### config.mk
export PLATFORM = sky130hd
export DESIGN_NAME = slot_sequencer
export DESIGN_NICKNAME = d
export VERILOG_FILES = /design/src/synth_pkg.sv /design/src/slot_sequencer.sv
export VERILOG_INCLUDE_DIRS = /design/src /design/src/src
export SDC_FILE = /design/constraint.sdc
export NUM_CORES = 1
export LEC_CHECK = 0
export BUFFER_PORTS_ARGS = -buffer_cell sky130_fd_sc_hd__buf_2
export CELL_PAD_IN_SITES_DETAIL_PLACEMENT = 0
export CELL_PAD_IN_SITES_GLOBAL_PLACEMENT = 2
export CORE_MARGIN = 2
export CORE_UTILIZATION = 31
export CTS_CLUSTER_DIAMETER = 150
export DETAILED_ROUTE_END_ITERATION = 8
export GPL_TIMING_DRIVEN = 0
export PLACE_DENSITY_LB_ADDON = 0.1
export SLEW_MARGIN = 30
export SYNTH_ARGS = -nofsm -noshare
export SYNTH_HDL_FRONTEND = slang
export SYNTH_SLANG_ARGS = --single-unit
### constraint.sdc
create_clock -name sCLK_XVXENVS -period 3.2 [get_ports sCLK_XVXENVS]
set_clock_uncertainty 0.2 [all_clocks]
set_input_delay 0.64 -clock sCLK_XVXENVS [delete_from_list [all_inputs] [get_ports sCLK_XVXENVS]]
set_output_delay 0.64 -clock sCLK_XVXENVS [all_outputs]
set_load 0.01 [all_outputs]
### src/synth_params.svh
`ifndef SYNTH_PARAMS_SVH
`define SYNTH_PARAMS_SVH

// Voice and oscillator counts.
`define SYN_VOICES 4
`define SYN_V_OSC 4

// Width of the left and right output samples.
`define SYN_AUD_BITS 24

// Idle slots at the end of each frame.
`define SYN_PAD 4

// Sine table index width, 1024 entries over a full period.
`define SYN_LUT_BITS 10

// Final scaling of the master volume product.
`define SYN_OUT_SHIFT (54 - `SYN_AUD_BITS)

// One slot per oscillator plus the idle slots.
`define SYN_FRAME ((`SYN_VOICES * `SYN_V_OSC) + `SYN_PAD)

`endif
### src/synth_pkg.sv
`default_nettype none

`include "synth_params.svh"

package synth_pkg;

    localparam int NUM_OSC = `SYN_VOICES * `SYN_V_OSC;
    localparam int SLOT_BITS = $clog2(`SYN_FRAME);
    localparam int OSC_BITS = $clog2(`SYN_V_OSC);
    localparam int VOICE_BITS = $clog2(`SYN_VOICES);

    // Oscillator index part of a slot, voice in the upper bits.
    localparam int OIDX_BITS = OSC_BITS + VOICE_BITS;

    typedef logic signed [16:0] sample_t;
    typedef logic signed [7:0] level_t;
    typedef logic [6:0] pan_t;
    typedef logic signed [63:0] acc_t;
    typedef logic [31:0] phase_t;
    typedef logic [SLOT_BITS-1:0] slot_t;

    typedef enum logic [1:0] {
        CFG_INC       = 2'd0,
        CFG_OSC_LVL   = 2'd1,
        CFG_PAN       = 2'd2,
        CFG_VOICE_LVL = 2'd3
    } cfg_kind_e;

endpackage

`default_nettype wire

### src/slot_sequencer.sv
`timescale 1ns/10ps
`default_nettype none

`include "synth_params.svh"

module slot_sequencer (
    input  logic              sCLK_XVXENVS,
    input  logic              reset,
    output synth_pkg::slot_t  slot,
    output synth_pkg::slot_t  slot_d2,
    output logic              osc_stb,
    output logic              voice_end,
    output logic              frame_end
);

    localparam synth_pkg::slot_t LAST_SLOT = synth_pkg::slot_t'(`SYN_FRAME - 1);
    localparam synth_pkg::slot_t FIRST_PAD = synth_pkg::slot_t'(synth_pkg::NUM_OSC);
    localparam logic [synth_pkg::OSC_BITS-1:0] LAST_OSC =
        synth_pkg::OSC_BITS'(`SYN_V_OSC - 1);

    synth_pkg::slot_t slot_d1;

    // Slot counter, one oscillator slot per cycle.
    always_ff @(posedge sCLK_XVXENVS) begin
        if (reset) begin
            slot <= '0;
        end else if (slot == LAST_SLOT) begin
            slot <= '0;
        end else begin
            slot <= slot + 1'b1;
        end
    end

    // Delayed indices start on the last pad slot, as if a frame had just ended.
    always_ff @(posedge sCLK_XVXENVS) begin
        if (reset) begin
            slot_d1 <= LAST_SLOT;
            slot_d2 <= LAST_SLOT;
        end else begin
            slot_d1 <= slot;
            slot_d2 <= slot_d1;
        end
    end

    // Stage 2 carries a real oscillator.
    assign osc_stb = (slot_d2 < FIRST_PAD);

    // Voice boundary after its last oscillator, frame boundary one slot later.
    always_ff @(posedge sCLK_XVXENVS) begin
        if (reset) begin
            voice_end <= 1'b0;
            frame_end <= 1'b0;
        end else begin
            voice_end <= osc_stb && (slot_d2[synth_pkg::OSC_BITS-1:0] == LAST_OSC);
            frame_end <= (slot_d2 == FIRST_PAD);
        end
    end

endmodule

`default_nettype wire

==> Yosys cells after proc, flatten, opt, wreduce, memory -nomap -nowiden <==
Cells that the tools add are included.
{ "word_totals": {"in_bits": 2, "register_bits": 17, "wordCells": 12} }
{ "classes": {"n_reduce_logical": 2, "addsub": 1, "n_lt_le_gt_ge": 1, "eq_ne": 3} }
{ "ops": {"columns": ["op", "n"], "rows": [
  ["== test 5 bit (second input constant)", 2],
  ["adder 5 x 1 -> 5 bit (second input constant)", 1],
  ["less-than comparator 5 bit (second input constant)", 1],
  ["== test 2 bit (second input constant)", 1],
  ["OR reduction 2 bit", 1],
  ["logical AND 1 bit", 1]
]} }

==> Logic depth before layout (Yosys ltp) <==
{ "depth": {"ltp_word": 2, "ltp_mapped": 4} }

==> Worst setup path after synthesis <==
OpenSTA, ideal clock, no wires.
{ "synth_timing": {"path_kind": "input to register", "start": "input port reset", "end": "register frame_end", "t_arrival_ns": 1.141, "required_time_ns": 2.927, "slack_ns": 1.786, "n_path_buf": 0, "setup_ns": 0.073, "cell_stages": 2, "path_cell_list": "or4_1 nor3_2"} }
{ "synth_rtl": {"columns": ["item", "line_no", "rtl"], "rows": [
  ["start: declaration", "slot_sequencer.sv:8", "input logic reset,"],
  ["end signal: assignment", "slot_sequencer.sv:55", "frame_end <= (slot_d2 == FIRST_PAD);"],
  ["end: declaration", "slot_sequencer.sv:13", "output logic frame_end"]
]} }

==> Worst setup path in the final report <==
{ "layout_timing": {"start": "register slot[2]", "end": "output port slot[2]"} }
{ "layout_rtl": {"columns": ["item", "line_no", "rtl"], "rows": [
  ["start: declaration", "slot_sequencer.sv:9", "output synth_pkg::slot_t slot,"],
  ["start signal: assignment", "slot_sequencer.sv:30", "slot <= slot + 1'b1;"]
]} }
No word-level cell between the ends.

==> results.toml <==
[grt]
grt_util_all_layers_pct = 11.46
grt_pass1_vias = 374
grt-ovfl-total = 0
antenna_found_initial = 0
grt_max_degree = 11
grt_pass1_wl_um = 1600

[clocking]
insertion_delay_ns = 0.29
root_buffer = "clkbuf_4"
post-cts-setup-buffer-count = 0
tritoncts = "done"
htreeDepth = 1
clockBufferDepth = 2
path_clk_slew_ns = 0.10
clock-sinks = 17
holdBufCountCts = 0
cts_resized = 0
cts_buffers = 3

[sta]
slew_headroom_pct = 73.06
finalHoldViolCount = 0
setup_violations = 0
period_minus_slack_ns = 1.733
setup_tns_ns = 0
fmax_mhz = 577.1
period_share_pct = 54.15
worst_pin_slew_ns = 0.4041
rsz0062_at_grt = "no"
layout_setup_ws_ns = 1.467
drv_slew = 0

[critical_path]
required_ns = 2.36
crit_buf_inv = 1
crit_path_max_incr_delay_ns = 0.44
criticalPathCategory = "flip-flop to primary output"
crit_slowest_cell = "dfxtp_1"
cp-start-kind = "flip-flop"
path_max_fanout = 7
cp_top_family = "flip-flops"
arrival_ns = 0.89
end_kind = "primary output"
worstPathCellList = "buf_2"

[drt]
wl_um = 946
drtIter0Drc = 0
wire_per_inst_um = 11.26
post-route-drc-count = 0
routed_via_density = 4.560
antenna_left = 0
dr.pass1.iters = 1
vias = 383

[yosys]
synth.most_common_cell = "dfxtp_1"
ys_top_cells_by_count = "17 x dfxtp_1, 6 x or2_2, 3 x inv_1, 3 x nor2_1, 3 x nor2b_1"
yosysTopAreaCellShare_pct = 62.96
async_flop_share_pct = 0
syn_avg_cell_area_um2 = 11.03
synth_edf_count = 0
ys_top_cells_by_area = "dfxtp_1 63%, or2_2 6.9%, nor2b_1 3.5%"
ys_seq_area_share_pct = 62.96
synth_area_um2 = 540.5
synth_seq_cells = 17
syn_inst = 49
ys_types = 19
yosysWarnings = 0
yosysTopAreaCell = "dfxtp_1"
syn-num-nets = 52
synthFlopType = "dfxtp_1"

[worst_hold_path]
min_path_type = "flip-flop to flip-flop"

[die]
die-area_um2 = 2094
die_height_um = 45.76
num_io_pins = 15
num_rows = 15
start_util_pct = 32.00
die_w_um = 45.76
core_area_um2 = 1689

[flow_run]
maxCapViolCount = 0

[layout]
multi_input_area_um2 = 185.2
final_cell_area_um2 = 659.4
area_growth_pct = 21.99
n_fill_cell = 189
drive_gt1_share_pct = 38.81
layout.nets = 71
regArea_um2 = 340.3
antenna_cells = 0

[placed_design]
gp_congestion = 0.6390
placed_area_um2 = 631.9
io_buffer_count = 14
dpl_worst_slack_ns = 1.525
dp_hpwl_um = 678

[power_and_ir_drop]
vdd.ir_drop.worst_uv = 206.6
p_leak_nw = 0.2974
powerDensity_nw_per_um2 = 557.3

[status]
status = "finished clean"
-- per-layer routing --
metal / track usage, % / vias up / part of all wire (%) / wire length, um
met1: 13.09 / 170 / 47 / 440
met4: 8.571 / 0 / 1.5 / 14
li1: - / 196 / - / -
met5: 0 / - / 0 / 0
met3: 3.968 / 2 / 6.6 / 62
met2: 17.46 / 15 / 45 / 429
-- registers in the layout, indices dropped and copies added, names as in the netlist --
register   cells
voice_end      1
frame_end      1
slot           5
slot_d2        5
slot_d1        5
-- cell usage in the layout (no fill, tap or decap) --
cell       n
dfxtp_1   17
buf_2     14
or2_2      6
inv_1      3
nor2_1     3
nor2b_1    3
clkbuf_4   3
nand2b_1   2
nor3b_1    2
o21ai_0    2
clkbuf_1   1
nand3_1    1
xnor2_1    1
nand3b_1   1
a21oi_1    1
nand2_1    1
a32o_1     1
and4_2     1
or4_1      1
nor3_2     1
ha_1       1
clkinv_2   1
-- layout make-up --
type                       instances  area share, %
inverter                           3          1.708
buffer                             1         0.5693
sequential                        17          51.61
clock buffer                       3          3.416
multi-input combinational         28          28.08
clock inverter                     1         0.7590
tap                               17          3.226
timing repair buffer              14          10.63
-- stage by stage --
stage | util (%) | std cells | power [mW] | hold WS, ns
after floorplan | - | 49 | 0.2462 | 0.1895
after global placement | 37.41 | 80 | 0.2574 | 0.1926
after detailed placement | 37.41 | 80 | 0.2574 | 0.1936
after CTS | 39.04 | 84 | 0.3719 | 0.2187
after global routing | 39.04 | 84 | 0.3881 | 0.2469
final | 39.04 | 84 | 0.3675 | 0.2182
-- power by group --
group	internal, mW	leakage [nW]	switching [mW]
clock	0.0465	0.0177	0.0691
combinational	0.0126	0.140	0.0130
sequential	0.221	0.140	0.00540
-- worst paths after layout --
check | endpoint | cells past startpoint | slack, ns | from
worst max-delay path | slot[2] | 1 | 1.47 | slot[2]
worst min-delay path | slot_d2[0] | 1 | 0.22 | slot_d1[0]
worst max register to register | slot[1] | 3 | 1.88 | slot[0]
worst min register to register | slot_d2[0] | 1 | 0.22 | slot_d1[0]
-- cell families after synthesis --
logic type	synth area share, %
flops	62.96
xor+xnor	1.621
compound gates	4.629
fa+ha+maj	2.314
buf+inv	2.777
simple gates	25.69
No activity file was read; power rests on OpenSTA's default activity.
