==> config.mk <==
export PLATFORM = sky130hd
export DESIGN_NAME = voice_params
export DESIGN_NICKNAME = d
export VERILOG_FILES = /design/src/synth_pkg.sv /design/src/voice_params.sv
export VERILOG_INCLUDE_DIRS = /design/src /design/src/src
export SDC_FILE = /design/constraint.sdc
export NUM_CORES = 1
export LEC_CHECK = 0
export BUFFER_PORTS_ARGS = -buffer_cell sky130_fd_sc_hd__buf_2
export CORE_MARGIN = 2
export CORE_UTILIZATION = 40
export CTS_CLUSTER_SIZE = 20
export DETAILED_ROUTE_END_ITERATION = 10
export HOLD_SLACK_MARGIN = 0.02
export PLACE_DENSITY = 0.59
export SYNTH_ARGS = -nofsm -noshare
export SYNTH_HDL_FRONTEND = slang
export SYNTH_SLANG_ARGS = --single-unit
==> constraint.sdc <==
create_clock -name sCLK_XVXENVS -period 2.46 [get_ports sCLK_XVXENVS]
set_input_delay 0.246 -clock sCLK_XVXENVS [delete_from_list [all_inputs] [get_ports sCLK_XVXENVS]]
set_output_delay 0.246 -clock sCLK_XVXENVS [all_outputs]
set_load 0.05 [all_outputs]
==> src/synth_params.svh <==
`ifndef SYNTH_PARAMS_SVH
`define SYNTH_PARAMS_SVH

// Voice and oscillator counts.
`define SYN_VOICES 4
`define SYN_V_OSC 4

// Width of the left and right output samples.
`define SYN_AUD_BITS 24

// Idle slots at the end of each frame.
`define SYN_PAD 4

// Sine table index width, 1024 entries over a full period.
`define SYN_LUT_BITS 10

// Final scaling of the master volume product.
`define SYN_OUT_SHIFT (54 - `SYN_AUD_BITS)

// One slot per oscillator plus the idle slots.
`define SYN_FRAME ((`SYN_VOICES * `SYN_V_OSC) + `SYN_PAD)

`endif
==> src/synth_pkg.sv <==
`default_nettype none

`include "synth_params.svh"

package synth_pkg;

    localparam int NUM_OSC = `SYN_VOICES * `SYN_V_OSC;
    localparam int SLOT_BITS = $clog2(`SYN_FRAME);
    localparam int OSC_BITS = $clog2(`SYN_V_OSC);
    localparam int VOICE_BITS = $clog2(`SYN_VOICES);

    // Oscillator index part of a slot, voice in the upper bits.
    localparam int OIDX_BITS = OSC_BITS + VOICE_BITS;

    typedef logic signed [16:0] sample_t;
    typedef logic signed [7:0] level_t;
    typedef logic [6:0] pan_t;
    typedef logic signed [63:0] acc_t;
    typedef logic [31:0] phase_t;
    typedef logic [SLOT_BITS-1:0] slot_t;

    typedef enum logic [1:0] {
        CFG_INC       = 2'd0,
        CFG_OSC_LVL   = 2'd1,
        CFG_PAN       = 2'd2,
        CFG_VOICE_LVL = 2'd3
    } cfg_kind_e;

endpackage

`default_nettype wire

==> src/voice_params.sv <==
`timescale 1ns/10ps
`default_nettype none

`include "synth_params.svh"

module voice_params (
    input  logic                    sCLK_XVXENVS,
    input  logic                    reset,
    input  logic                    cfg_we,
    input  synth_pkg::cfg_kind_e    cfg_kind,
    input  synth_pkg::slot_t        cfg_addr,
    input  logic [31:0]             cfg_data,
    input  logic [`SYN_VOICES-1:0]  key_gate,
    input  synth_pkg::slot_t        slot_d2,
    output synth_pkg::level_t       voice_lvl,
    output synth_pkg::level_t       osc_lvl,
    output synth_pkg::pan_t         osc_pan
);

    localparam int OIDX = synth_pkg::OIDX_BITS;
    localparam int VBITS = synth_pkg::VOICE_BITS;

    synth_pkg::level_t voice_bank [`SYN_VOICES];
    synth_pkg::level_t lvl_bank [synth_pkg::NUM_OSC];
    synth_pkg::pan_t   pan_bank [synth_pkg::NUM_OSC];

    logic             osc_addr_ok;
    logic             voice_addr_ok;
    logic [VBITS-1:0] v_idx;

    assign osc_addr_ok = (cfg_addr < synth_pkg::slot_t'(synth_pkg::NUM_OSC));
    assign voice_addr_ok = (cfg_addr < synth_pkg::slot_t'(`SYN_VOICES));

    always_ff @(posedge sCLK_XVXENVS) begin
        if (reset) begin
            for (int i = 0; i < `SYN_VOICES; i++) begin
                voice_bank[i] <= '0;
            end
            for (int i = 0; i < synth_pkg::NUM_OSC; i++) begin
                lvl_bank[i] <= '0;
                pan_bank[i] <= '0;
            end
        end else if (cfg_we) begin
            case (cfg_kind)
                synth_pkg::CFG_OSC_LVL:
                    if (osc_addr_ok) lvl_bank[cfg_addr[OIDX-1:0]] <= cfg_data[7:0];
                synth_pkg::CFG_PAN:
                    if (osc_addr_ok) pan_bank[cfg_addr[OIDX-1:0]] <= cfg_data[6:0];
                synth_pkg::CFG_VOICE_LVL:
                    if (voice_addr_ok) voice_bank[cfg_addr[VBITS-1:0]] <= cfg_data[7:0];
                default: ;
            endcase
        end
    end

    // Lookup for the slot now at stage 2.
    assign v_idx = slot_d2[OIDX-1 -: VBITS];

    assign voice_lvl = key_gate[v_idx] ? voice_bank[v_idx] : '0;
    assign osc_lvl = lvl_bank[slot_d2[OIDX-1:0]];
    assign osc_pan = pan_bank[slot_d2[OIDX-1:0]];

endmodule

`default_nettype wire

**Yosys cells after proc, flatten, opt, wreduce, memory -nomap -nowiden**

Memories as Yosys holds them, arrays and structs flattened.
Index checks and enable logic that the tools add are counted.
W data, S select, Z words.

- Memories: 3
- Logic and storage cells: 40
- Input port bits: 51
- Output and inout bits: 23
- Bits in writable memories: 272
- Register bits: 0

- Multiplexer cells: 28
- Eq/ne operators: 3
- Reductions and logical operators: 3
- $lt $le $gt $ge: 3

Memories:

| memory | depth | width | read ports | clocked after Yosys merged registers in | write ports | RTL line | RTL |
|---|---|---|---|---|---|---|---|
| lvl_bank | 16 | 8 | 1 | 0 | 16 | voice_params.sv:24 | `synth_pkg::level_t lvl_bank [synth_pkg::NUM_OSC];` |
| pan_bank | 16 | 7 | 1 | 0 | 16 | voice_params.sv:25 | `synth_pkg::pan_t pan_bank [synth_pkg::NUM_OSC];` |
| voice_bank | 4 | 8 | 1 | 0 | 4 | voice_params.sv:23 | `` synth_pkg::level_t voice_bank [`SYN_VOICES]; `` |

Operator list:

| operator | number |
|---|---|
| $mux W8 | 3 |
| $mux W1 | 20 |
| $reduce_or A8 Y1 | 2 |
| $mux W4 | 2 |
| $mux W7 | 1 |
| $reduce_or A7 Y1 | 1 |
| $lt A5 B3 Y1 const B | 1 |
| $lt A5 B5 Y1 const B | 1 |
| $eq A2 B2 Y1 const B | 2 |
| $lt A2 B3 Y1 const B | 1 |
| $bmux W1 S2 | 1 |
| $eq A2 B1 Y1 const B | 1 |
| $mux W2 | 1 |

**Longest topological paths before layout**

- Depth after elaboration: 8
- Gate-level depth with buffers: 6
- Gate-level depth less buffers: 3

**Least setup slack after synthesis**

OpenSTA, ideal clock, no wires.

- Kind: input port to flip-flop
- Start point: input port cfg_addr[2]
- End point: memory lvl_bank[5][0] (netlist name), enable pin
- Required time: 2.085 ns
- Slack: 0.378 ns
- Setup time: 0.375 ns
- Arrival time: 1.708 ns
- Buffers on the path: 3
- Stages on the path: 6
- Cell sequence: clkbuf_1 -> nor2b_1 -> clkbuf_1 -> nand3_1 -> clkbuf_1 -> o21bai_1

RTL lines:

| what | RTL line | RTL |
|---|---|---|
| start, declared | voice_params.sv:11 | `input synth_pkg::slot_t cfg_addr,` |
| end, declared | voice_params.sv:24 |  |

**Final worst setup path**

- Start point: memory pan_bank[6][2] (netlist name)
- End point: output port osc_pan[2]

- Cells in the longest elaborated chain, start to end: 1

RTL lines:

| what | RTL line | RTL |
|---|---|---|
| start, declared | voice_params.sv:25 |  |
| $mem_v2 Z16 W7 | - |  |
| end, declared | voice_params.sv:17 | `output synth_pkg::pan_t osc_pan` |

Every way passes these cells.

==> results.sh <==
export IMPL_ff_latch_area_sq_mm=0.00817
export IMPL_ys_ff_latch=272
export IMPL_drc=0
export IMPL_end_kind="output port"
export IMPL_synth_most_common_cell="edfxtp_1"
export IMPL_setup_violations=0
export IMPL_async_reset_ff_frac=0
export IMPL_grt_pass1_vias=7847
export IMPL_first_iter_violations=858
export IMPL_ys_types=28
export IMPL_yosysSeqAreaShare=0.655
export IMPL_status="finished, final reports clean"
export IMPL_routed_wl_mm=33.8
export IMPL_num_antenna_cells=0
export IMPL_yosys_warnings=0
export IMPL_synth_compound_area_frac=0.0337
export IMPL_stdcell_count=1344
export IMPL_grt_ovfl_total=0
export IMPL_n_fill_cell=2733
export IMPL_cts_resized=0
export IMPL_post_cts_buffers=0
export IMPL_cp_max_fo=1
export IMPL_routabilityCongestion=0.802
export IMPL_die_h_um=181
export IMPL_synthMuxAreaShare=0.125
export IMPL_cts_sinks=272
export IMPL_p_leak_nw=5.07
export IMPL_min_to="lvl_bank[1][1]"
export IMPL_num_nets_final=983
export IMPL_synth_edf_count=272
export IMPL_die_width_um=181
export IMPL_worstPathCellList="mux4_2, a22oi_1, nand2_1, buf_2"
export IMPL_slowest_stage="mux4_2"
export IMPL_syn_area_sq_mm=0.0125
export IMPL_hold_violations=0
export IMPL_grt_use_total=0.209
export IMPL_use_met3=0.0319
export IMPL_io_pins=74
export IMPL_fin_util=0.467
export IMPL_period_needed_ns=2.38
export IMPL_synth_top_area_frac=0.655
export IMPL_maxCapViolations=0
export IMPL_start_util=0.407
export IMPL_cts_inserted_buffers=29
export IMPL_min_from="cfg_data[1]"
export IMPL_start_kind="flip-flop"
export IMPL_dp_hpwl_mm=22.7
export IMPL_finalMaxSlewViolations=0
export IMPL_ir_drop_mv=0.477
export IMPL_ys_top_cells_by_area="edfxtp_1 (65%), mux4_2 (12%), and2_1 (4.2%)"
export IMPL_fmax_mhz=420
export IMPL_p_per_area_mw_per_mm2=727
export IMPL_slowest_delay_ns=0.52
export IMPL_holdPathStages=2
export IMPL_drt_antenna_violating_nets=0
export IMPL_ctsHoldBuffers=0
export IMPL_busiest_layer="met2"
export IMPL_io_buffer_count=48
export IMPL_timing_worst_setup_path_type="flip-flop to output port"
export IMPL_synth_top_cells_by_count="edfxtp_1 (272), nor2_1 (138), and2_1 (84)"
export IMPL_syn_area_per_cell_sq_um=14.6
export IMPL_arrival_ns=2.13
export IMPL_met2_usage=0.334
export IMPL_synth_ff_type="edfxtp_1"
export IMPL_core_area_sq_mm=0.0307
export IMPL_required_ns=2.21
export IMPL_fin_crit_sh=0.968
export IMPL_root_buffer="clkbuf_16"
export IMPL_grt_max_degree=43
export IMPL_cts_buffer_depth=3
export IMPL_clk_pin_slew_worst_paths_ns=0.05
export IMPL_place_inst=1297
export IMPL_synth_xor_area_frac=0
export IMPL_tightestPinTransition_ns=0.677
export IMPL_cts_tree="built"
export IMPL_slew_headroom=0.548
export IMPL_std_cell_rows=64
export IMPL_synth_top_family_by_area="simple AND/OR/NAND/NOR gates"
export IMPL_rsz0062_at_grt="false"
export IMPL_multi_input_area_sq_mm=0.00401
export IMPL_yosysTopAreaCell="edfxtp_1"
export IMPL_num_vias=7607
export IMPL_fin_setup_tns_ns=0
export IMPL_grt_first_pass_wirelength_mm=50.3
export IMPL_cp_top_family="multiplexers"
export IMPL_synth_nets=908
export IMPL_antenna_found_initial=1
export IMPL_synth_simple_area_share=0.162
export IMPL_path_buf_inv=1
export IMPL_drt_pass1_iter_count=5
export IMPL_synth_cells=857
export IMPL_area_delta_synth_final_pct=14.9
export IMPL_hold_path_class="input port to flip-flop"
export IMPL_viasPerCell=5.66
export IMPL_grtUsageMet1=0.304
export IMPL_synthAdderAreaFrac=0
export IMPL_drive_above_1_share=0.264
export IMPL_cts_max_level=1
export IMPL_die_area_sq_mm=0.0326
export IMPL_routedWlPerCell_um=25.1
## report_power, final
part	leakage, nW	internal (mW)	switching [mW]
combinational	2.07	0.363	0.703
clock	0.416	2.23	1.74
sequential	2.58	5.32	0.0623
## cell type report
type | count | area share
clock inverter | 14 | 0.00672
multi-input combinational | 512 | 0.280
clock buffer | 33 | 0.0517
tap | 396 | 0.0346
timing repair buffer | 117 | 0.0574
sequential | 272 | 0.570
## placed cells by master, fill, tap and decap left out, drive strengths merged, types with 12 or more instances in the layout
cell type,n
edfxtp,272
nand2,41
nor2,138
nor2b,16
and3,54
nor3,14
clkinv,12
buf,117
and2,84
o21bai,12
a22oi,30
clkbuf,33
mux4,68
a21o,14
## metal layers
layer  wire, um  up-vias  part of all wire
met1      14700     3868              0.44
li1           -     3355                 -
met2      15900      320              0.47
met4        856        0             0.025
met5          0        -                 0
met3       2340       64             0.069
## logic make-up (layout without fill, tap and decap cells)
family          after synthesis  in the layout
compound gates               56             56
simple gates                385            385
mux                          71             71
flops                       272            272
buf+inv                      73            164
## how the worst max path moves through the flow
stage                         from  slack [ns]             end  depth (start not counted)
global placement        slot_d2[0]        0.24      osc_pan[4]                          6
global route        pan_bank[0][1]        0.02      osc_pan[1]                          4
floorplan              cfg_addr[2]        0.38  lvl_bank[5][0]                          6
detailed placement      slot_d2[0]        0.23      osc_pan[4]                          6
finish              pan_bank[6][2]        0.08      osc_pan[2]                          4
CTS                 pan_bank[0][1]        0.09      osc_pan[1]                          4
## flip-flops by register name, indices dropped and copies added (netlist names)
signal,count
voice_bank,32
pan_bank,112
lvl_bank,128
## stage by stage
stage | instance area (sq um) | hold WS, ns | setup slack [ns] | total power, mW
detailed placement | 13500 | 0.639 | 0.227 | 6.55
global placement | 13500 | 0.624 | 0.240 | 6.53
CTS | 14300 | 0.0786 | 0.0895 | 10.5
finish | 14300 | 0.0901 | 0.0796 | 10.4
floorplan | 12500 | 0.469 | 0.378 | 6.14
global route | 14300 | 0.0922 | 0.0203 | 10.7
Power figures use the tool's default switching activity.
