`config.mk`:
```
export PLATFORM = sky130hd
export DESIGN_NAME = vol_mixer
export DESIGN_NICKNAME = d
export VERILOG_FILES = /design/src/synth_pkg.sv /design/src/vol_mixer.sv
export VERILOG_INCLUDE_DIRS = /design/src /design/src/src
export SDC_FILE = /design/constraint.sdc
export NUM_CORES = 2
export LEC_CHECK = 0
export BUFFER_PORTS_ARGS = -buffer_cell sky130_fd_sc_hd__buf_2
export CAP_MARGIN = 20
export CELL_PAD_IN_SITES_DETAIL_PLACEMENT = 1
export CELL_PAD_IN_SITES_GLOBAL_PLACEMENT = 2
export CORE_MARGIN = 2
export CORE_UTILIZATION = 40
export CTS_BUF_LIST = sky130_fd_sc_hd__clkbuf_2
export CTS_CLUSTER_DIAMETER = 30
export DETAILED_ROUTE_END_ITERATION = 10
export PLACE_DENSITY_LB_ADDON = 0.1
export SYNTH_ARGS = -nofsm -noshare
export SYNTH_HDL_FRONTEND = slang
export SYNTH_SLANG_ARGS = --single-unit
```
`constraint.sdc`:
```
create_clock -name sCLK_XVXENVS -period 8.6 [get_ports sCLK_XVXENVS]
set_input_delay 1.72 -clock sCLK_XVXENVS [delete_from_list [all_inputs] [get_ports sCLK_XVXENVS]]
set_output_delay 1.72 -clock sCLK_XVXENVS [all_outputs]
set_load 0.05 [all_outputs]
```
`src/synth_params.svh`:
```
`ifndef SYNTH_PARAMS_SVH
`define SYNTH_PARAMS_SVH

// Voice and oscillator counts.
`define SYN_VOICES 4
`define SYN_V_OSC 4

// Width of the left and right output samples.
`define SYN_AUD_BITS 24

// Idle slots at the end of each frame.
`define SYN_PAD 4

// Sine table index width, 1024 entries over a full period.
`define SYN_LUT_BITS 10

// Final scaling of the master volume product.
`define SYN_OUT_SHIFT (54 - `SYN_AUD_BITS)

// One slot per oscillator plus the idle slots.
`define SYN_FRAME ((`SYN_VOICES * `SYN_V_OSC) + `SYN_PAD)

`endif
```
`src/synth_pkg.sv`:
```
`default_nettype none

`include "synth_params.svh"

package synth_pkg;

    localparam int NUM_OSC = `SYN_VOICES * `SYN_V_OSC;
    localparam int SLOT_BITS = $clog2(`SYN_FRAME);
    localparam int OSC_BITS = $clog2(`SYN_V_OSC);
    localparam int VOICE_BITS = $clog2(`SYN_VOICES);

    // Oscillator index part of a slot, voice in the upper bits.
    localparam int OIDX_BITS = OSC_BITS + VOICE_BITS;

    typedef logic signed [16:0] sample_t;
    typedef logic signed [7:0] level_t;
    typedef logic [6:0] pan_t;
    typedef logic signed [63:0] acc_t;
    typedef logic [31:0] phase_t;
    typedef logic [SLOT_BITS-1:0] slot_t;

    typedef enum logic [1:0] {
        CFG_INC       = 2'd0,
        CFG_OSC_LVL   = 2'd1,
        CFG_PAN       = 2'd2,
        CFG_VOICE_LVL = 2'd3
    } cfg_kind_e;

endpackage

`default_nettype wire

```
`src/vol_mixer.sv`:
```
`timescale 1ns/10ps
`default_nettype none

`include "synth_params.svh"

module vol_mixer (
    input  logic                             sCLK_XVXENVS,
    input  logic                             reset,
    input  logic                             osc_stb,
    input  logic                             voice_end,
    input  logic                             frame_end,
    input  synth_pkg::sample_t               sine_out,
    input  synth_pkg::level_t                voice_lvl,
    input  synth_pkg::level_t                osc_lvl,
    input  synth_pkg::pan_t                  osc_pan,
    input  synth_pkg::level_t                master_vol,
    output logic signed [`SYN_AUD_BITS-1:0]  lsound_out,
    output logic signed [`SYN_AUD_BITS-1:0]  rsound_out,
    output logic                             sample_valid
);

    localparam int AUD = `SYN_AUD_BITS;
    localparam int SHIFT = `SYN_OUT_SHIFT;

    logic signed [24:0] p1;
    logic signed [32:0] p2;
    synth_pkg::level_t  ol_a;
    synth_pkg::pan_t    pan_a;
    synth_pkg::pan_t    pan_b;
    synth_pkg::acc_t    term_l;
    synth_pkg::acc_t    term_r;

    // Strobes follow the three multiply stages.
    logic [2:0] stb_sr;
    logic [2:0] ve_sr;
    logic [2:0] fe_sr;

    synth_pkg::acc_t voice_l;
    synth_pkg::acc_t voice_r;
    synth_pkg::acc_t frame_l;
    synth_pkg::acc_t frame_r;
    synth_pkg::acc_t full_l;
    synth_pkg::acc_t full_r;
    synth_pkg::acc_t scaled_l;
    synth_pkg::acc_t scaled_r;

    // Multiply chain: voice level, then oscillator level, then pan split.
    always_ff @(posedge sCLK_XVXENVS) begin
        p1     <= 25'(sine_out) * 25'(voice_lvl);
        ol_a   <= osc_lvl;
        pan_a  <= osc_pan;
        p2     <= 33'(p1) * 33'(ol_a);
        pan_b  <= pan_a;
        term_l <= synth_pkg::acc_t'(p2) * synth_pkg::acc_t'($signed({1'b0, pan_b}));
        term_r <= synth_pkg::acc_t'(p2)
                  * synth_pkg::acc_t'($signed({1'b0, synth_pkg::pan_t'(7'd127 - pan_b)}));
    end

    always_ff @(posedge sCLK_XVXENVS) begin
        if (reset) begin
            stb_sr <= '0;
            ve_sr  <= '0;
            fe_sr  <= '0;
        end else begin
            stb_sr <= {stb_sr[1:0], osc_stb};
            ve_sr  <= {ve_sr[1:0], voice_end};
            fe_sr  <= {fe_sr[1:0], frame_end};
        end
    end

    // Per voice sums; the next voice's first term loads on the boundary.
    always_ff @(posedge sCLK_XVXENVS) begin
        if (reset) begin
            voice_l <= '0;
            voice_r <= '0;
        end else if (ve_sr[2]) begin
            voice_l <= stb_sr[2] ? term_l : '0;
            voice_r <= stb_sr[2] ? term_r : '0;
        end else if (stb_sr[2]) begin
            voice_l <= voice_l + term_l;
            voice_r <= voice_r + term_r;
        end
    end

    always_ff @(posedge sCLK_XVXENVS) begin
        if (reset) begin
            frame_l <= '0;
            frame_r <= '0;
        end else if (fe_sr[2]) begin
            frame_l <= '0;
            frame_r <= '0;
        end else if (ve_sr[2]) begin
            frame_l <= frame_l + voice_l;
            frame_r <= frame_r + voice_r;
        end
    end

    assign full_l = frame_l * synth_pkg::acc_t'(master_vol);
    assign full_r = frame_r * synth_pkg::acc_t'(master_vol);
    assign scaled_l = full_l >>> SHIFT;
    assign scaled_r = full_r >>> SHIFT;

    // Output registers, updated once per frame.
    always_ff @(posedge sCLK_XVXENVS) begin
        if (reset) begin
            lsound_out   <= '0;
            rsound_out   <= '0;
            sample_valid <= 1'b0;
        end else begin
            sample_valid <= fe_sr[2];
            if (fe_sr[2]) begin
                lsound_out <= scaled_l[AUD-1:0];
                rsound_out <= scaled_r[AUD-1:0];
            end
        end
    end

endmodule

`default_nettype wire

```
# Word level (Yosys, flattened, before mapping)
# Cells that the tools add are included.
# totals
out_inout_bits,49
inputBits,53
register_bits,476
# classes
reduce_logical,2
multipliers,6
n_addsub,5
muxes,6
# op_table
op,count
64-bit two-way mux,6
64-bit by 41-bit adder with 64-bit output,2
64-bit adder,2
64-bit by 8-bit multiplier with 54-bit output,2
33-bit by 8-bit multiplier with 41-bit output,2
25-bit by 8-bit multiplier with 33-bit output,1
17-bit by 8-bit multiplier with 25-bit output,1
7-bit subtractor (first input constant),1
2-bit nonzero test,1
2-bit OR reduction,1

# Depth between registers and ports, before layout
# depth
ltp_word,3
ltp_mapped,25

# Worst setup path before layout
# OpenSTA, ideal clock, no wires.
# synth_path
kind,input port to flip-flop
start,input master_vol[4]
end,register lsound_out[23]
t_required_ns,8.483
path_buffers,3
path_stages,22
t_arrival_ns,6.997
setup_slack_ns,1.485
path_cell_list,clkbuf_1 -> clkbuf_1 -> clkbuf_1 -> nand2_1 -> fa_1 -> fa_1 -> inv_1 -> fa_1 -> fa_1 -> ha_1 -> a211oi_1 -> nand2_1 -> a311o_1 -> nand3_1 -> a311oi_1 -> o2111ai_1 -> a31oi_1 -> a21oi_1 -> a21o_1 -> nor2b_1 -> or3_1 -> a32o_1
# synth_between
elab_chain_len,1
# synth_rtl
element,line,source
start: declaration,vol_mixer.sv:16,"input synth_pkg::level_t master_vol,"
64-bit by 8-bit multiplier with 54-bit output,vol_mixer.sv:98,assign full_l = frame_l * synth_pkg::acc_t'(master_vol);
end signal: assignment,vol_mixer.sv:112,lsound_out <= scaled_l[AUD-1:0];
end: declaration,vol_mixer.sv:17,"output logic signed [`SYN_AUD_BITS-1:0] lsound_out,"
# Every way passes these cells.
# A chain may end at the register's enable or synchronous reset.

# Worst setup path after layout
# layout_path
start,register pan_b[3]
end,"register, netlist name term_l[40]"
# layout_between
elab_chain_len,1
# layout_rtl
element,line,source
start: declaration,vol_mixer.sv:29,synth_pkg::pan_t pan_b;
start signal: assignment,vol_mixer.sv:53,pan_b <= pan_a;
33-bit by 8-bit multiplier with 41-bit output,vol_mixer.sv:54,"term_l <= synth_pkg::acc_t'(p2) * synth_pkg::acc_t'($signed({1'b0, pan_b}));"
# Every way passes these cells.

==> results.md <==
- The post-detailed-route via-to-cell ratio is 5.18.
- The achievable clock frequency is 148 MHz.
- Of the synthesized area, sequential elements account for 0.114.
- The number of nets in the synthesized netlist is 10900.
- From left edge to right edge, the die measures 442 um.
- Along the worst path, the maximum fanout reaches 27.
- Entering global routing, the biggest net connects 67 pins.
- The number of buffers on the longest clock path is 3.
- The critical path goes through buf_4 > and2_1 > fa_1 > fa_1 > inv_1 > fa_1 > fa_1 > inv_1 > ha_1 > o21ai_0 > o21ai_0 > a2111oi_0 > o31ai_1 > a21oi_1 > o31ai_1 > a211o_1 > nand2_1 > a21boi_0 > o21a_1 > nor2_1 > xnor2_1.
- The total wire length after detailed routing is 227000 um.
- Among all flip-flop cells after synthesis, the most frequent one is sky130_fd_sc_hd__dfxtp_1.
- Relative to the synthesized area, the layout overhead comes to 6.20%.
- The congestion estimate from routability-driven global placement came to 0.862.
- The cell depth of the worst hold path is 1.
- The count of distinct cell types in the synthesized netlist is 93.
- In this run the critical register-to-register path is launched from pan_b[3]$_DFF_P_.
- The path with the worst hold slack has its endpoint at ol_a[5]$_DFF_P_.
- The violation count after the first detailed-routing iteration is 2151.
- The portion of the clock cycle consumed by the worst path in the final layout is 0.784.
- The worst setup path is launched from a flop.
- The run finished with clean final reports.
- In this run, synthesis inferred 0 flip-flops with an integrated enable.
- The most frequent cell on the critical path is sky130_fd_sc_hd__fa_1.
- The clock tree from TritonCTS is built.
- Of the post-synthesis cell area, the part taken by muxes is 0.0166.
- On the worst path, the slowest cell contributes a delay of 0.91 ns.
- In this run the mean area of a mapped cell was 8.56 sq um.
- Among cell families on the critical path, the largest total delay comes from compound AO/OA/AOI/OAI gates.
- The number of max-cap violations is 0.
- The total die area is 0.195 sq mm.
- The data required time of the critical path is 10.14 ns.
- The synthesized design contains 436 register bits.
- The largest individual stage delay along the critical path comes from the cell sky130_fd_sc_hd__o31ai_1.
- Of the cells placed in the final design, the portion with a size suffix greater than 1 is 0.0550.
- The tree is rooted in a sky130_fd_sc_hd__clkbuf_2.
- The final routed DRC violation total is 0.
- The endpoint identified for the worst register-to-register timing path is term_l[40]$_DFF_P_.
- The worst endpoint data arrival time is 8.29 ns.
- The launch instance of the worst min-delay path is osc_lvl[5].
- For this run, the detailed router's first-pass iteration total came to 5.
- The number of top-level pins is 102.
- The shortest clock period the worst path allows after layout is 6.74 ns.
- The worst register-to-register path has a setup slack of 1.86 ns.
- The initial antenna violation count came to 6.
- The final clock skew is 0.136 ns.
- Counting cells, the worst reg-to-reg path comes to 21.
- The top cell types in the final layout, fill and taps aside, are 1567 x sky130_fd_sc_hd__inv_1, 1186 x sky130_fd_sc_hd__fa_1, 1009 x sky130_fd_sc_hd__and2_1.
- In the synthesized netlist, the number of instances is 8950.
- The count of yosys warnings during synthesis is 0.
- The effective utilization at floorplan is 0.403.
- The H-tree generated during clock tree synthesis spans 4 levels.
- The detailed-route wire length per cell is 19.5 um.
- Clock latency on the worst-skew pair, taken at its later pin, is 1.70 ns.
- The setup path with the least slack is of type reg -> reg.
- For this run, asynchronously set or reset flops after synthesis account for 0.
- In this run the tool buffered the top-level ports with 101 buffer cells.
- The first-pass GRT wire length is 370000 um.
- The slew at the pin with the worst max-slew slack is 1.22 ns.
- TritonCTS created 156 clock buffers.
- The type of the most critical hold path is in -> reg.
- The total number of placement rows is 160.
- The post-detailed-route count of antenna-violating nets is 0.
- The netlist area before placement is 0.0766 sq mm.
- The post-cts repair resize count is 0.
- STA classifies the critical path endpoint as a flop.
- The clock transition at the register clock pins on the worst setup and hold paths after CTS is 0.10 ns.
- The post-synthesis simple-gate area fraction is 0.193.
- Detailed routing inserted a total of 60100 vias.
- The number of failing hold endpoints at the final stage was 0.
- After routing, the total negative slack on setup checks comes to 0 ns.
- The count of final max-slew check failures is 0.
- The remaining global-route overflow is 0.
- Counting both buffers and inverters, the worst setup path holds a total of 3.
- Setup violations remaining at the end of the flow were counted as 0.
- Summed over all nets, the half-perimeter wirelength after detailed placement is 183000 um.
- The relative slew slack is 0.186.
- The floorplan step defined a core boundary enclosing 0.190 sq mm.
- The post-layout net count is 10900.
- The synthesized-area fraction occupied by ao, oa, aoi and oai cells is 0.116.
- Leaving out fill and tap cells, the most frequent cell in the layout is sky130_fd_sc_hd__inv_1.
- The tree built by TritonCTS fans out to 436 sinks.
- The via count of the first global-routing pass is 66500.
- Of the total synthesized cell area, the portion taken by XOR and XNOR cells is 0.0413.
- The die boundary height is 442 um.
- Of the total synthesized cell area, the portion taken by full adders, half adders and majority gates is 0.425.
- Setup repair after global routing left no endpoint under its margin.
- For this run, the total global-route usage over all layers was measured as 0.236.
- By area, the combinational part of the netlist is dominated by adder cells.
-- per-layer routing --
| metal | GRT usage | wire length [um] |
|---|---|---|
| met1 | 0.316 | 106000 |
| met2 | 0.405 | 109000 |
| met3 | 0.0235 | 6130 |
| met4 | 0.0615 | 5440 |
| met5 | 0 | 13 |
-- worst max path at each step --
stage / startpoint / to / slack [ns] / cells after the start
CTS: pan_b[3]$_DFF_P_ / term_l[40]$_DFF_P_ / 1.83 / 21
global placement: master_vol[0] / lsound_out[23]$_SDFFE_PP0P_ / 0.38 / 24
finish: pan_b[3]$_DFF_P_ / term_l[40]$_DFF_P_ / 1.86 / 21
global route: pan_b[3]$_DFF_P_ / term_l[40]$_DFF_P_ / 1.44 / 21
detailed placement: master_vol[0] / lsound_out[23]$_SDFFE_PP0P_ / 0.27 / 24
floorplan: master_vol[4] / lsound_out[23]$_SDFFE_PP0P_ / 1.49 / 22
-- sequential cells by signal, summed over array words and instances (netlist names) --
signal	cells
frame_l	54
frame_r	54
voice_l	54
voice_r	54
term_l	41
term_r	41
p2	33
p1	25
lsound_out	24
rsound_out	24
ol_a	8
pan_a	7
pan_b	7
fe_sr	3
stb_sr	3
ve_sr	3
sample_valid	1
-- cell usage after synthesis (20+ instances only) --
cell type	number	area share
sky130_fd_sc_hd__mux2i_1	115	0.015
sky130_fd_sc_hd__a21o_1	207	0.020
sky130_fd_sc_hd__a21oi_1	471	0.031
sky130_fd_sc_hd__a31oi_1	42	0.0034
sky130_fd_sc_hd__inv_1	1568	0.077
sky130_fd_sc_hd__o21a_1	55	0.0054
sky130_fd_sc_hd__nand2b_1	124	0.010
sky130_fd_sc_hd__nor2_1	544	0.027
sky130_fd_sc_hd__nand3_1	87	0.0057
sky130_fd_sc_hd__a221oi_1	24	0.0027
sky130_fd_sc_hd__and2_1	1009	0.082
sky130_fd_sc_hd__ha_1	704	0.11
sky130_fd_sc_hd__nor3_1	82	0.0054
sky130_fd_sc_hd__o22ai_1	20	0.0016
sky130_fd_sc_hd__nand4_1	50	0.0041
sky130_fd_sc_hd__o211ai_1	26	0.0025
sky130_fd_sc_hd__o31ai_1	20	0.0020
sky130_fd_sc_hd__dfxtp_1	436	0.11
sky130_fd_sc_hd__buf_1	40	0.0020
sky130_fd_sc_hd__nand2_1	561	0.027
sky130_fd_sc_hd__o21ai_0	240	0.016
sky130_fd_sc_hd__clkbuf_1	306	0.015
sky130_fd_sc_hd__nor2b_1	237	0.019
sky130_fd_sc_hd__o21bai_1	42	0.0041
sky130_fd_sc_hd__or3_1	21	0.0017
sky130_fd_sc_hd__xor2_1	121	0.014
sky130_fd_sc_hd__fa_1	1186	0.31
sky130_fd_sc_hd__xnor2_1	240	0.027
sky130_fd_sc_hd__and3_1	53	0.0043
sky130_fd_sc_hd__a211oi_1	48	0.0047
-- logic make-up after synthesis --
family | Yosys count
simple gates | 2825
buf+inv | 1925
fa+ha+maj | 1890
compound gates | 1387
flops | 436
xor+xnor | 361
mux | 126
-- worst reg2reg max path, delay by kind of cell, from the launching register on --
family	cells	cell delay (ns)
AOI/OAI and AO/OA	9	3.02
xor gates and xnor gates	1	0.12
adders and majority gates	5	2.23
buffers and inverters	3	0.46
DFF	1	0.49
and+or+nand+nor	3	0.32
-- what timing repair did --
item                                   in CTS  in global routing
endpoints found under the hold margin      13                  0
hold buffers                               13                  0
setup endpoints to repair                   0                  0
setup buffers                               0                  0
-- layout make-up --
class	instances	area, sq um
antenna	10	25.0
clock buffer	197	986
clock inverter	78	531
fill	22700	109000
inverter	1572	5900
multi-input combinational	6589	60700
sequential	436	8750
tap	2511	3140
timing repair buffer	199	1360
-- through the flow --
stage	util	setup WS [ns]	hold WS [ns]	instance area [sq um]	std cells
detailed placement	0.419	0.269	0.313	79700	11300
global placement	0.419	0.379	0.312	79700	11300
finish	0.428	1.86	0.272	81400	11600
CTS	0.428	1.83	0.00139	81400	11600
global route	0.428	1.44	0.0262	81400	11600
floorplan	-	1.49	0.310	76600	8950
Power is not shown: default switching activity piles up to over one toggle a cycle in this logic, so the estimate is an artifact.
